<file path="config.mk">
export PLATFORM = sky130hd
export DESIGN_NAME = neander_datapath
export DESIGN_NICKNAME = d
export VERILOG_FILES = /design/src/logic/neander_pkg.sv /design/src/logic/addr_unit.sv /design/src/logic/neander_alu.sv /design/src/logic/neander_datapath.sv /design/src/logic/operand_unit.sv
export SDC_FILE = /design/constraint.sdc
export NUM_CORES = 1
export LEC_CHECK = 0
export BUFFER_PORTS_ARGS = -buffer_cell sky130_fd_sc_hd__buf_2
export CAP_MARGIN = 20
export CORE_MARGIN = 2
export CORE_UTILIZATION = 45
export CTS_CLUSTER_SIZE = 20
export DETAILED_ROUTE_END_ITERATION = 7
export HOLD_SLACK_MARGIN = 0.02
export PLACE_DENSITY = 0.73
export SLEW_MARGIN = 20
export SYNTH_ARGS = -nofsm -noshare
export SYNTH_HDL_FRONTEND = slang
export SYNTH_SLANG_ARGS = --single-unit
</file>
<file path="constraint.sdc">
create_clock -name clk -period 7.45 [get_ports clk]
set_input_delay 1.49 -clock clk [delete_from_list [all_inputs] [get_ports clk]]
set_output_delay 1.49 -clock clk [all_outputs]
set_load 0.03 [all_outputs]
</file>
<file path="src/logic/neander_pkg.sv">
/*
 * Shared widths, select codes and packed buses of the accumulator datapath.
 * The address word must be exactly twice the data word, because the RDM
 * and the PC are split into a low byte and a high byte.
 * Select codes that are not listed fall back to the first value.
 */
package neander_pkg;

    // ------------------------------------------------------------------
    // Widths and word types
    // ------------------------------------------------------------------
    localparam int DATA_W = 8;              // Accumulator and memory byte
    localparam int ADDR_W = 16;             // 64 KB address space

    typedef logic [DATA_W-1:0] data_t;
    typedef logic [ADDR_W-1:0] addr_t;

    // ------------------------------------------------------------------
    // Select codes
    // ------------------------------------------------------------------
    // REM source
    typedef enum logic [1:0] {SEL_RDM = 2'd0, SEL_PC = 2'd1, SEL_SP = 2'd2} addr_sel_e;

    // Offset added to REM on the way to mem_addr
    typedef enum logic [1:0] {IDX_NONE = 2'd0, IDX_X = 2'd1, IDX_SP = 2'd2} idx_sel_e;

    typedef enum logic [1:0] {
        WD_AC    = 2'd0,                    // STA, PUSH
        WD_PC_LO = 2'd1,                    // CALL, return address low byte
        WD_PC_HI = 2'd2,                    // CALL, return address high byte
        WD_X     = 2'd3                     // STX
    } wdata_sel_e;

    typedef enum logic [1:0] {B_MEM = 2'd0, B_ONE = 2'd1, B_X = 2'd2} alu_b_sel_e;

    typedef enum logic [1:0] {AC_ALU = 2'd0, AC_MEM = 2'd1, AC_X = 2'd2} ac_src_e;

    typedef enum logic {XS_MEM = 1'b0, XS_AC = 1'b1} x_src_e;

    typedef enum logic [2:0] {
        ALU_ADD = 3'd0,
        ALU_SUB = 3'd1,
        ALU_AND = 3'd2,
        ALU_OR  = 3'd3,
        ALU_XOR = 3'd4,
        ALU_NOT = 3'd5,                     // Ignores B
        ALU_SHL = 3'd6,
        ALU_SHR = 3'd7
    } alu_op_e;

    // ------------------------------------------------------------------
    // Buses between control unit and datapath
    // ------------------------------------------------------------------
    // Control word, 28 bits, MSB first in this order
    typedef struct packed {
        logic       pc_inc;
        logic       pc_load;                // Wins over pc_inc
        logic       sp_inc;
        logic       sp_dec;                 // Wins over sp_inc
        logic       rem_load;
        logic       rdm_load_lo;
        logic       rdm_load_hi;
        logic       ri_load;
        logic       ac_load;
        logic       x_load;
        logic       x_inc;
        logic       x_dec;
        logic       nz_load;
        logic       c_load;
        addr_sel_e  addr_sel;
        idx_sel_e   idx_sel;
        wdata_sel_e wdata_sel;
        alu_b_sel_e alu_b_sel;
        ac_src_e    ac_src;
        x_src_e     x_src;
        alu_op_e    alu_op;
    } dp_ctrl_t;

    // Decode inputs back to the control unit
    typedef struct packed {
        logic [3:0] opcode;                 // RI high nibble
        logic [3:0] sub_opcode;             // RI low nibble
        logic       n;
        logic       z;
        logic       c;
    } dp_status_t;

    // Register view for debug and checking
    typedef struct packed {
        addr_t pc;
        addr_t sp;
        data_t ac;
        data_t x;
    } dp_debug_t;

endpackage

</file>
<file path="src/logic/addr_unit.sv">
/*
 * Address side of the datapath: PC, SP, REM and RDM.
 * RDM bytes load from mem_data_in whenever their enable is high, there
 * is no read strobe. mem_addr is combinational and wraps at 16 bits.
 */
`timescale 1ns/10ps

module addr_unit #(
    parameter neander_pkg::addr_t SP_RESET = 16'h00FF   // Stack top after reset
) (
    input  logic                  clk,
    input  logic                  reset,
    input  neander_pkg::dp_ctrl_t ctrl,
    input  neander_pkg::data_t    mem_data_in,
    input  neander_pkg::data_t    x,            // Index from operand unit
    output neander_pkg::addr_t    pc,
    output neander_pkg::addr_t    sp,
    output neander_pkg::addr_t    rdm,
    output neander_pkg::addr_t    mem_addr
);

    localparam int DW = neander_pkg::DATA_W;
    localparam int AW = neander_pkg::ADDR_W;

    neander_pkg::addr_t rem;
    neander_pkg::addr_t rem_in;                 // REM source mux
    neander_pkg::addr_t idx;                    // Offset added to REM

    // ------------------------------------------------------------------
    // Program counter
    // ------------------------------------------------------------------
    always_ff @(posedge clk or posedge reset) begin
        if (reset) begin
            pc <= '0;
        end else if (ctrl.pc_load) begin
            pc <= rdm;                          // Jump target from RDM
        end else if (ctrl.pc_inc) begin
            pc <= pc + 1'b1;
        end
    end

    // ------------------------------------------------------------------
    // Stack pointer, grows downward
    // ------------------------------------------------------------------
    always_ff @(posedge clk or posedge reset) begin
        if (reset) begin
            sp <= SP_RESET;
        end else if (ctrl.sp_dec) begin
            sp <= sp - 1'b1;                    // Push side, checked first
        end else if (ctrl.sp_inc) begin
            sp <= sp + 1'b1;                    // Pop side
        end
    end

    // REM source
    always_comb begin
        case (ctrl.addr_sel)
            neander_pkg::SEL_RDM: rem_in = rdm;
            neander_pkg::SEL_PC:  rem_in = pc;
            neander_pkg::SEL_SP:  rem_in = sp;
            default:              rem_in = rdm;
        endcase
    end

    always_ff @(posedge clk or posedge reset) begin
        if (reset) begin
            rem <= '0;
        end else if (ctrl.rem_load) begin
            rem <= rem_in;
        end
    end

    // ------------------------------------------------------------------
    // RDM, two-byte operand fetch
    // ------------------------------------------------------------------
    // Each byte has its own enable, both may load in one cycle
    always_ff @(posedge clk or posedge reset) begin
        if (reset) begin
            rdm <= '0;
        end else begin
            if (ctrl.rdm_load_lo) begin
                rdm[DW-1:0] <= mem_data_in;
            end
            if (ctrl.rdm_load_hi) begin
                rdm[AW-1:DW] <= mem_data_in;
            end
        end
    end

    // ------------------------------------------------------------------
    // Indexed memory address
    // ------------------------------------------------------------------
    always_comb begin
        case (ctrl.idx_sel)
            neander_pkg::IDX_NONE: idx = '0;
            neander_pkg::IDX_X:    idx = {{(AW-DW){1'b0}}, x};  // X is unsigned
            neander_pkg::IDX_SP:   idx = sp;
            default:               idx = '0;
        endcase
    end

    assign mem_addr = rem + idx;                // Carry out of bit 15 dropped

endmodule

</file>
<file path="src/logic/neander_alu.sv">
/*
 * Combinational ALU, no carry input.
 * Carry out is the add carry, the no-borrow bit of a subtract (A >= B),
 * or the bit shifted out. Logic operations clear it.
 */
`timescale 1ns/10ps

module neander_alu (
    input  neander_pkg::data_t   a,           // Accumulator side
    input  neander_pkg::data_t   b,           // Selected B operand
    input  neander_pkg::alu_op_e op,
    output neander_pkg::data_t   result,
    output logic                 carry
);

    // One extra bit for carry and borrow
    logic [neander_pkg::DATA_W:0] sum_ext;
    logic [neander_pkg::DATA_W:0] diff_ext;

    assign sum_ext  = {1'b0, a} + {1'b0, b};
    assign diff_ext = {1'b0, a} - {1'b0, b};   // Top bit set on borrow

    // ------------------------------------------------------------------
    // Operation select
    // ------------------------------------------------------------------
    always_comb begin
        result = '0;
        carry  = 1'b0;                          // Logic ops leave it clear
        case (op)
            neander_pkg::ALU_ADD: begin
                result = sum_ext[neander_pkg::DATA_W-1:0];
                carry  = sum_ext[neander_pkg::DATA_W];      // Out of bit 7
            end
            neander_pkg::ALU_SUB: begin
                result = diff_ext[neander_pkg::DATA_W-1:0];
                carry  = ~diff_ext[neander_pkg::DATA_W];    // A >= B unsigned
            end
            neander_pkg::ALU_AND: result = a & b;
            neander_pkg::ALU_OR:  result = a | b;
            neander_pkg::ALU_XOR: result = a ^ b;
            neander_pkg::ALU_NOT: result = ~a;
            neander_pkg::ALU_SHL: begin
                result = a << 1;                            // Zero in at bit 0
                carry  = a[neander_pkg::DATA_W-1];
            end
            neander_pkg::ALU_SHR: begin
                result = a >> 1;                            // Logical, zero in
                carry  = a[0];
            end
            default: begin
                result = '0;
                carry  = 1'b0;
            end
        endcase
    end

endmodule

</file>
<file path="src/logic/neander_datapath.sv">
/*
 * Accumulator datapath top, driven cycle by cycle by an external control unit.
 * There is no handshake. A stall is a cycle with every enable low.
 * All outputs are combinational from the current register state.
 */
`timescale 1ns/10ps

module neander_datapath #(
    parameter neander_pkg::addr_t SP_RESET = 16'h00FF  // Passed to address unit
) (
    input  logic                    clk,
    input  logic                    reset,
    input  neander_pkg::dp_ctrl_t   ctrl,
    input  neander_pkg::data_t      mem_data_in,
    output neander_pkg::addr_t      mem_addr,
    output neander_pkg::data_t      mem_data_out,
    output neander_pkg::dp_status_t status,
    output neander_pkg::dp_debug_t  dbg
);

    // ------------------------------------------------------------------
    // Internal nets
    // ------------------------------------------------------------------
    neander_pkg::addr_t pc;
    neander_pkg::addr_t sp;
    neander_pkg::addr_t rdm;
    neander_pkg::data_t ac;
    neander_pkg::data_t x;
    neander_pkg::data_t alu_b;
    neander_pkg::data_t alu_result;
    logic               alu_carry;

    // PC, SP, REM, RDM and the address mux
    addr_unit #(
        .SP_RESET   (SP_RESET)
    ) addr_unit_i (
        .clk         (clk),
        .reset       (reset),
        .ctrl        (ctrl),
        .mem_data_in (mem_data_in),
        .x           (x),
        .pc          (pc),
        .sp          (sp),
        .rdm         (rdm),
        .mem_addr    (mem_addr)
    );

    // AC, X, RI, flags and data muxes
    operand_unit operand_unit_i (
        .clk          (clk),
        .reset        (reset),
        .ctrl         (ctrl),
        .mem_data_in  (mem_data_in),
        .pc           (pc),
        .rdm          (rdm),
        .alu_result   (alu_result),
        .alu_carry    (alu_carry),
        .ac           (ac),
        .x            (x),
        .alu_b        (alu_b),
        .mem_data_out (mem_data_out),
        .status       (status)
    );

    neander_alu alu_i (
        .a      (ac),
        .b      (alu_b),
        .op     (ctrl.alu_op),
        .result (alu_result),
        .carry  (alu_carry)
    );

    // Debug register view
    assign dbg.pc = pc;
    assign dbg.sp = sp;
    assign dbg.ac = ac;
    assign dbg.x  = x;

endmodule

</file>
<file path="src/logic/operand_unit.sv">
/*
 * Operand side of the datapath: AC, X, RI and the N/Z/C flags.
 * The AC and X sources come from the control word, RI is not decoded here.
 * N and Z follow the AC input value even when AC itself does not load.
 */
`timescale 1ns/10ps

module operand_unit (
    input  logic                    clk,
    input  logic                    reset,
    input  neander_pkg::dp_ctrl_t   ctrl,
    input  neander_pkg::data_t      mem_data_in,
    input  neander_pkg::addr_t      pc,           // For return address pushes
    input  neander_pkg::addr_t      rdm,          // Low byte feeds RI
    input  neander_pkg::data_t      alu_result,
    input  logic                    alu_carry,
    output neander_pkg::data_t      ac,
    output neander_pkg::data_t      x,
    output neander_pkg::data_t      alu_b,
    output neander_pkg::data_t      mem_data_out,
    output neander_pkg::dp_status_t status
);

    localparam int DW = neander_pkg::DATA_W;
    localparam int AW = neander_pkg::ADDR_W;

    neander_pkg::data_t ri;
    neander_pkg::data_t ac_in;
    neander_pkg::data_t x_in;
    logic               n_flag;
    logic               z_flag;
    logic               c_flag;

    // ------------------------------------------------------------------
    // Input muxes
    // ------------------------------------------------------------------
    always_comb begin
        case (ctrl.ac_src)
            neander_pkg::AC_ALU: ac_in = alu_result;
            neander_pkg::AC_MEM: ac_in = mem_data_in;   // LDA, LDI, POP
            neander_pkg::AC_X:   ac_in = x;             // TXA
            default:             ac_in = alu_result;
        endcase
    end

    // TAX when XS_AC, otherwise LDX from memory
    assign x_in = (ctrl.x_src == neander_pkg::XS_AC) ? ac : mem_data_in;

    always_comb begin
        case (ctrl.alu_b_sel)
            neander_pkg::B_MEM: alu_b = mem_data_in;
            neander_pkg::B_ONE: alu_b = {{(DW-1){1'b0}}, 1'b1};   // INC and DEC
            neander_pkg::B_X:   alu_b = x;
            default:            alu_b = mem_data_in;
        endcase
    end

    // Write data, all four codes used
    always_comb begin
        case (ctrl.wdata_sel)
            neander_pkg::WD_AC:    mem_data_out = ac;
            neander_pkg::WD_PC_LO: mem_data_out = pc[DW-1:0];
            neander_pkg::WD_PC_HI: mem_data_out = pc[AW-1:DW];
            neander_pkg::WD_X:     mem_data_out = x;
            default:               mem_data_out = ac;
        endcase
    end

    // ------------------------------------------------------------------
    // Registers
    // ------------------------------------------------------------------
    always_ff @(posedge clk or posedge reset) begin
        if (reset) begin
            ac <= '0;
        end else if (ctrl.ac_load) begin
            ac <= ac_in;
        end
    end

    // Load, then increment, then decrement
    always_ff @(posedge clk or posedge reset) begin
        if (reset) begin
            x <= '0;
        end else if (ctrl.x_load) begin
            x <= x_in;
        end else if (ctrl.x_inc) begin
            x <= x + 1'b1;                      // 0xFF wraps to 0x00
        end else if (ctrl.x_dec) begin
            x <= x - 1'b1;
        end
    end

    always_ff @(posedge clk or posedge reset) begin
        if (reset) begin
            ri <= '0;
        end else if (ctrl.ri_load) begin
            ri <= rdm[DW-1:0];                  // Opcode byte
        end
    end

    // Flags, N/Z and C have separate enables so CMP can set C alone
    always_ff @(posedge clk or posedge reset) begin
        if (reset) begin
            n_flag <= 1'b0;
            z_flag <= 1'b0;
            c_flag <= 1'b0;
        end else begin
            if (ctrl.nz_load) begin
                n_flag <= ac_in[DW-1];
                z_flag <= (ac_in == '0);
            end
            if (ctrl.c_load) begin
                c_flag <= alu_carry;
            end
        end
    end

    // ------------------------------------------------------------------
    // Status back to control unit
    // ------------------------------------------------------------------
    assign status.opcode     = ri[DW-1:DW-4];
    assign status.sub_opcode = ri[3:0];         // Stack ops and index mode
    assign status.n          = n_flag;
    assign status.z          = z_flag;
    assign status.c          = c_flag;

endmodule

</file>
==> summary.txt <==
Layout Area Growth over Synthesis = 12.8%
Slowest stage cell on the critical path = sky130_fd_sc_hd__ha_1
Wire length after detailed routing = 22.8 mm
Wire length of the first global-routing pass = 36.3 mm
Average detailed-routed wire length per instance = 19.3 microns
Gate count after technology mapping = 873
Data arrival time of the critical path = 4780 ps
DRC marker count from the first detailed-route iteration = 742
Final number of hold-violating endpoints = 0
Leading register cell type out of synthesis = sky130_fd_sc_hd__dfrtp_1
Max-slew violation total from the final report = 0
Clock root buffer master = sky130_fd_sc_hd__clkbuf_16
Via count normalized by instance count = 5.98
Maximum achievable frequency = 159 MHz
Number of gates given a new drive strength after cts = 0
Fraction of layout instances using a drive strength above 1 = 0.221
Reg2reg setup slack = 4070 ps
Clock slew at reported path FFs = 70 ps
Kind of launch point of the worst setup path = input port
Max IR drop VDD = 0.000244 V
Antenna violations before repair = 0
Routability-driven placement congestion ratio = 0.905
Post-synthesis cell area = 7750 sq um
Clock tree from TritonCTS = built
Iteration count of the initial detailed-routing pass = 5
Number of levels the H-tree was split into = 3
Die span in y = 135 microns
Critical Path RT = 5960 ps
Via count of the first global-routing pass = 6669
Async S/R FF share, synth = 1.00
CTS Buf Count = 9
Final antenna-violating net count = 0
Clock sink count = 91
Leading area contributor after synthesis = sky130_fd_sc_hd__dfrtp_1
Post-Synthesis Mean Instance Area = 8.88 sq um
Most common library cells after synthesis = 96 x sky130_fd_sc_hd__nand2_1, 85 x sky130_fd_sc_hd__o21ai_0, 83 x sky130_fd_sc_hd__dfrtp_1
Period Utilization, post-route = 0.842
Classification of the worst setup path = in -> out
Number of top-level pins = 121
CP cell instances = buf_2 -> inv_1 -> ha_1 -> a22oi_1 -> or2_2 -> inv_1 -> ha_1 -> a211oi_1 -> o21ai_0 -> a221oi_1 -> a211oi_1 -> a41o_1 -> o41ai_2 -> xnor2_1 -> buf_2
#FFs+latches synth = 91
Outcome = finished clean
Post-layout net count = 1069
Worst relative slew slack = 0.402
Total power density per cell area = 329 nW/um^2
Clock Latency Late Sink = 350 ps
Hold Path Cell Cnt = 2
Cell area reported after detailed placement = 8420 sq um
Crit. End Element = output pin
Depth of the worst register-to-register path = 12
Setup slack of the critical path after layout = 1180 ps
Biggest fanout along the worst timing path = 16
Distinct cells, synth = 66
Warnings from Yosys = 0
Number of buffers inserted by hold repair at cts = 0
Mapped Nets = 985
Placeable core region = 16700 sq um
Part of the Yosys area used for sequential elements = 0.295
Buffer depth of the longest clock path = 2
Total Die Area = 18300 sq um
Effective utilization at floorplan = 0.464
Post-synth top area share = 0.268
Design area = 8740 sq um
Via count of the routed design = 7063
Crit path largest cell delay = 420 ps
Total number of placement rows = 47
Setup fix buffers added after clock tree synthesis = 0
Static leakage power = 0.00404 uW
Dominant cell by count in the synthesized netlist = sky130_fd_sc_hd__nand2_1
Number of diodes added for antenna fixing = 0
Unrepaired setup endpoints after global routing = no
Final-layout fill cell count = 1584
Post-DP HPWL = 17.2 mm
All-Layer GR Usage = 0.253
Largest net degree at the start of global routing = 68
Count of buffers inserted at the top-level ports = 120
Reported max-cap violation count = 0
Cells taking the most area after synthesis = sky130_fd_sc_hd__dfrtp_1 27%, sky130_fd_sc_hd__ha_1 11%, sky130_fd_sc_hd__mux2_2 7.0%
# DRC = 0
Pre-CTS WS = 1200 ps
Final core utilization = 0.523
Clock tree skew after final layout = 6.21 ps
Overall power of the completed layout = 2870 uW
Worst Tran Pin Value = 897 ps
Global route total overflow = 0
Worst Hold Class = reg -> reg
Final critical path time including I/O delays and setup = 6270 ps
Setup total negative slack = 0 ps
Die X-Extent = 135 microns
Final setup fails = 0
Number of enable-type register cells in the synthesized netlist = 0
## worst max-delay path, delay by kind of cell
family | cells | cell delay (ps)
buffers and inverters | 4 | 450
xor gates and xnor gates | 1 | 160
AOI/OAI and AO/OA | 7 | 1700
and+or+nand+nor | 1 | 330
adders and majority gates | 2 | 650
## layer usage
metal  GRT usage  routed length, microns  up-vias
met3      0.0367                    1440       53
met4       0.102                     794        0
li1            -                       -     3347
met2       0.422                   10900      286
met5           0                       0        -
met1       0.333                    9710     3377
## power breakdown
group	internal, uW	total [uW]	leakage [uW]	switching (uW)
logic	581	1500	0.00280	918
clock network	282	487	0.000154	205
registers	635	889	0.00109	254
total	1500	2870	0.00404	1380
## per-stage QoR
stage / std cells / hold WS [ps]
after global placement: 1166 / 474
final: 1182 / 496
after detailed placement: 1166 / 477
after floorplan: 873 / 458
after global routing: 1182 / 525
after CTS: 1182 / 498
## worst paths after layout
kind / startpoint / end
setup / recovery: ctrl[10] / mem_addr[15]
hold / removal: operand_unit_i.z_flag / operand_unit_i.z_flag
setup reg to reg: operand_unit_i.x[0] / operand_unit_i.z_flag
hold reg to reg: operand_unit_i.z_flag / operand_unit_i.z_flag
max in group asynchronous: reset / operand_unit_i.ac[7]
min in group asynchronous: reset / operand_unit_i.ri[2]
## cell families (layout without fill, tap and decap cells)
kind of cell,Yosys count,count (layout),share of synthesized area
buf+inv,94,183,0.0500
xor+xnor,48,48,0.0542
flops,91,91,0.295
compound gates,239,239,0.202
mux,72,72,0.115
fa+ha+maj,74,74,0.124
simple gates,255,255,0.159
## layout by cell type, fill, tap and decap left out, types with 6 or more instances in the layout
cell type	Yosys	final
sky130_fd_sc_hd__buf_2	3	120
sky130_fd_sc_hd__nand2_1	96	96
sky130_fd_sc_hd__o21ai_0	85	85
sky130_fd_sc_hd__dfrtp_1	83	83
sky130_fd_sc_hd__ha_1	69	69
sky130_fd_sc_hd__mux2_2	48	48
sky130_fd_sc_hd__nor2_1	49	48
sky130_fd_sc_hd__inv_1	45	44
sky130_fd_sc_hd__a21oi_1	34	34
sky130_fd_sc_hd__a22oi_1	29	29
sky130_fd_sc_hd__xnor2_1	25	25
sky130_fd_sc_hd__xor2_1	23	23
sky130_fd_sc_hd__nand2b_1	15	15
sky130_fd_sc_hd__mux2i_1	15	15
sky130_fd_sc_hd__and3_1	14	14
sky130_fd_sc_hd__a211oi_1	13	13
sky130_fd_sc_hd__nor3_1	12	12
sky130_fd_sc_hd__nor2b_1	12	12
sky130_fd_sc_hd__nand3_1	11	11
sky130_fd_sc_hd__a21o_1	10	10
sky130_fd_sc_hd__mux4_2	9	9
sky130_fd_sc_hd__clkbuf_16	0	9
sky130_fd_sc_hd__or3_1	8	8
sky130_fd_sc_hd__nor3b_1	8	8
sky130_fd_sc_hd__and2_1	8	8
sky130_fd_sc_hd__dfstp_2	8	8
sky130_fd_sc_hd__a221oi_1	7	7
sky130_fd_sc_hd__nand4_1	6	6
sky130_fd_sc_hd__o31ai_1	6	6
## state kept, by name, summed over array words and instances (netlist names)
signal	flops
addr_unit_i.pc	16
addr_unit_i.rdm	16
addr_unit_i.rem	16
addr_unit_i.sp	16
operand_unit_i.ac	8
operand_unit_i.c_flag	1
operand_unit_i.n_flag	1
operand_unit_i.ri	8
operand_unit_i.x	8
operand_unit_i.z_flag	1
## final cells by class
cell class	instances	area [sq um]	area share
repair buffers	121	608	0.0696
well taps	220	275	0.0315
multi-input cells	688	5080	0.582
flip-flops and latches	91	2290	0.262
clock inverters	4	56.3	0.00644
clock buffers	12	256	0.0293
inverters	46	174	0.0199
No activity file was read; power rests on OpenSTA's default activity.
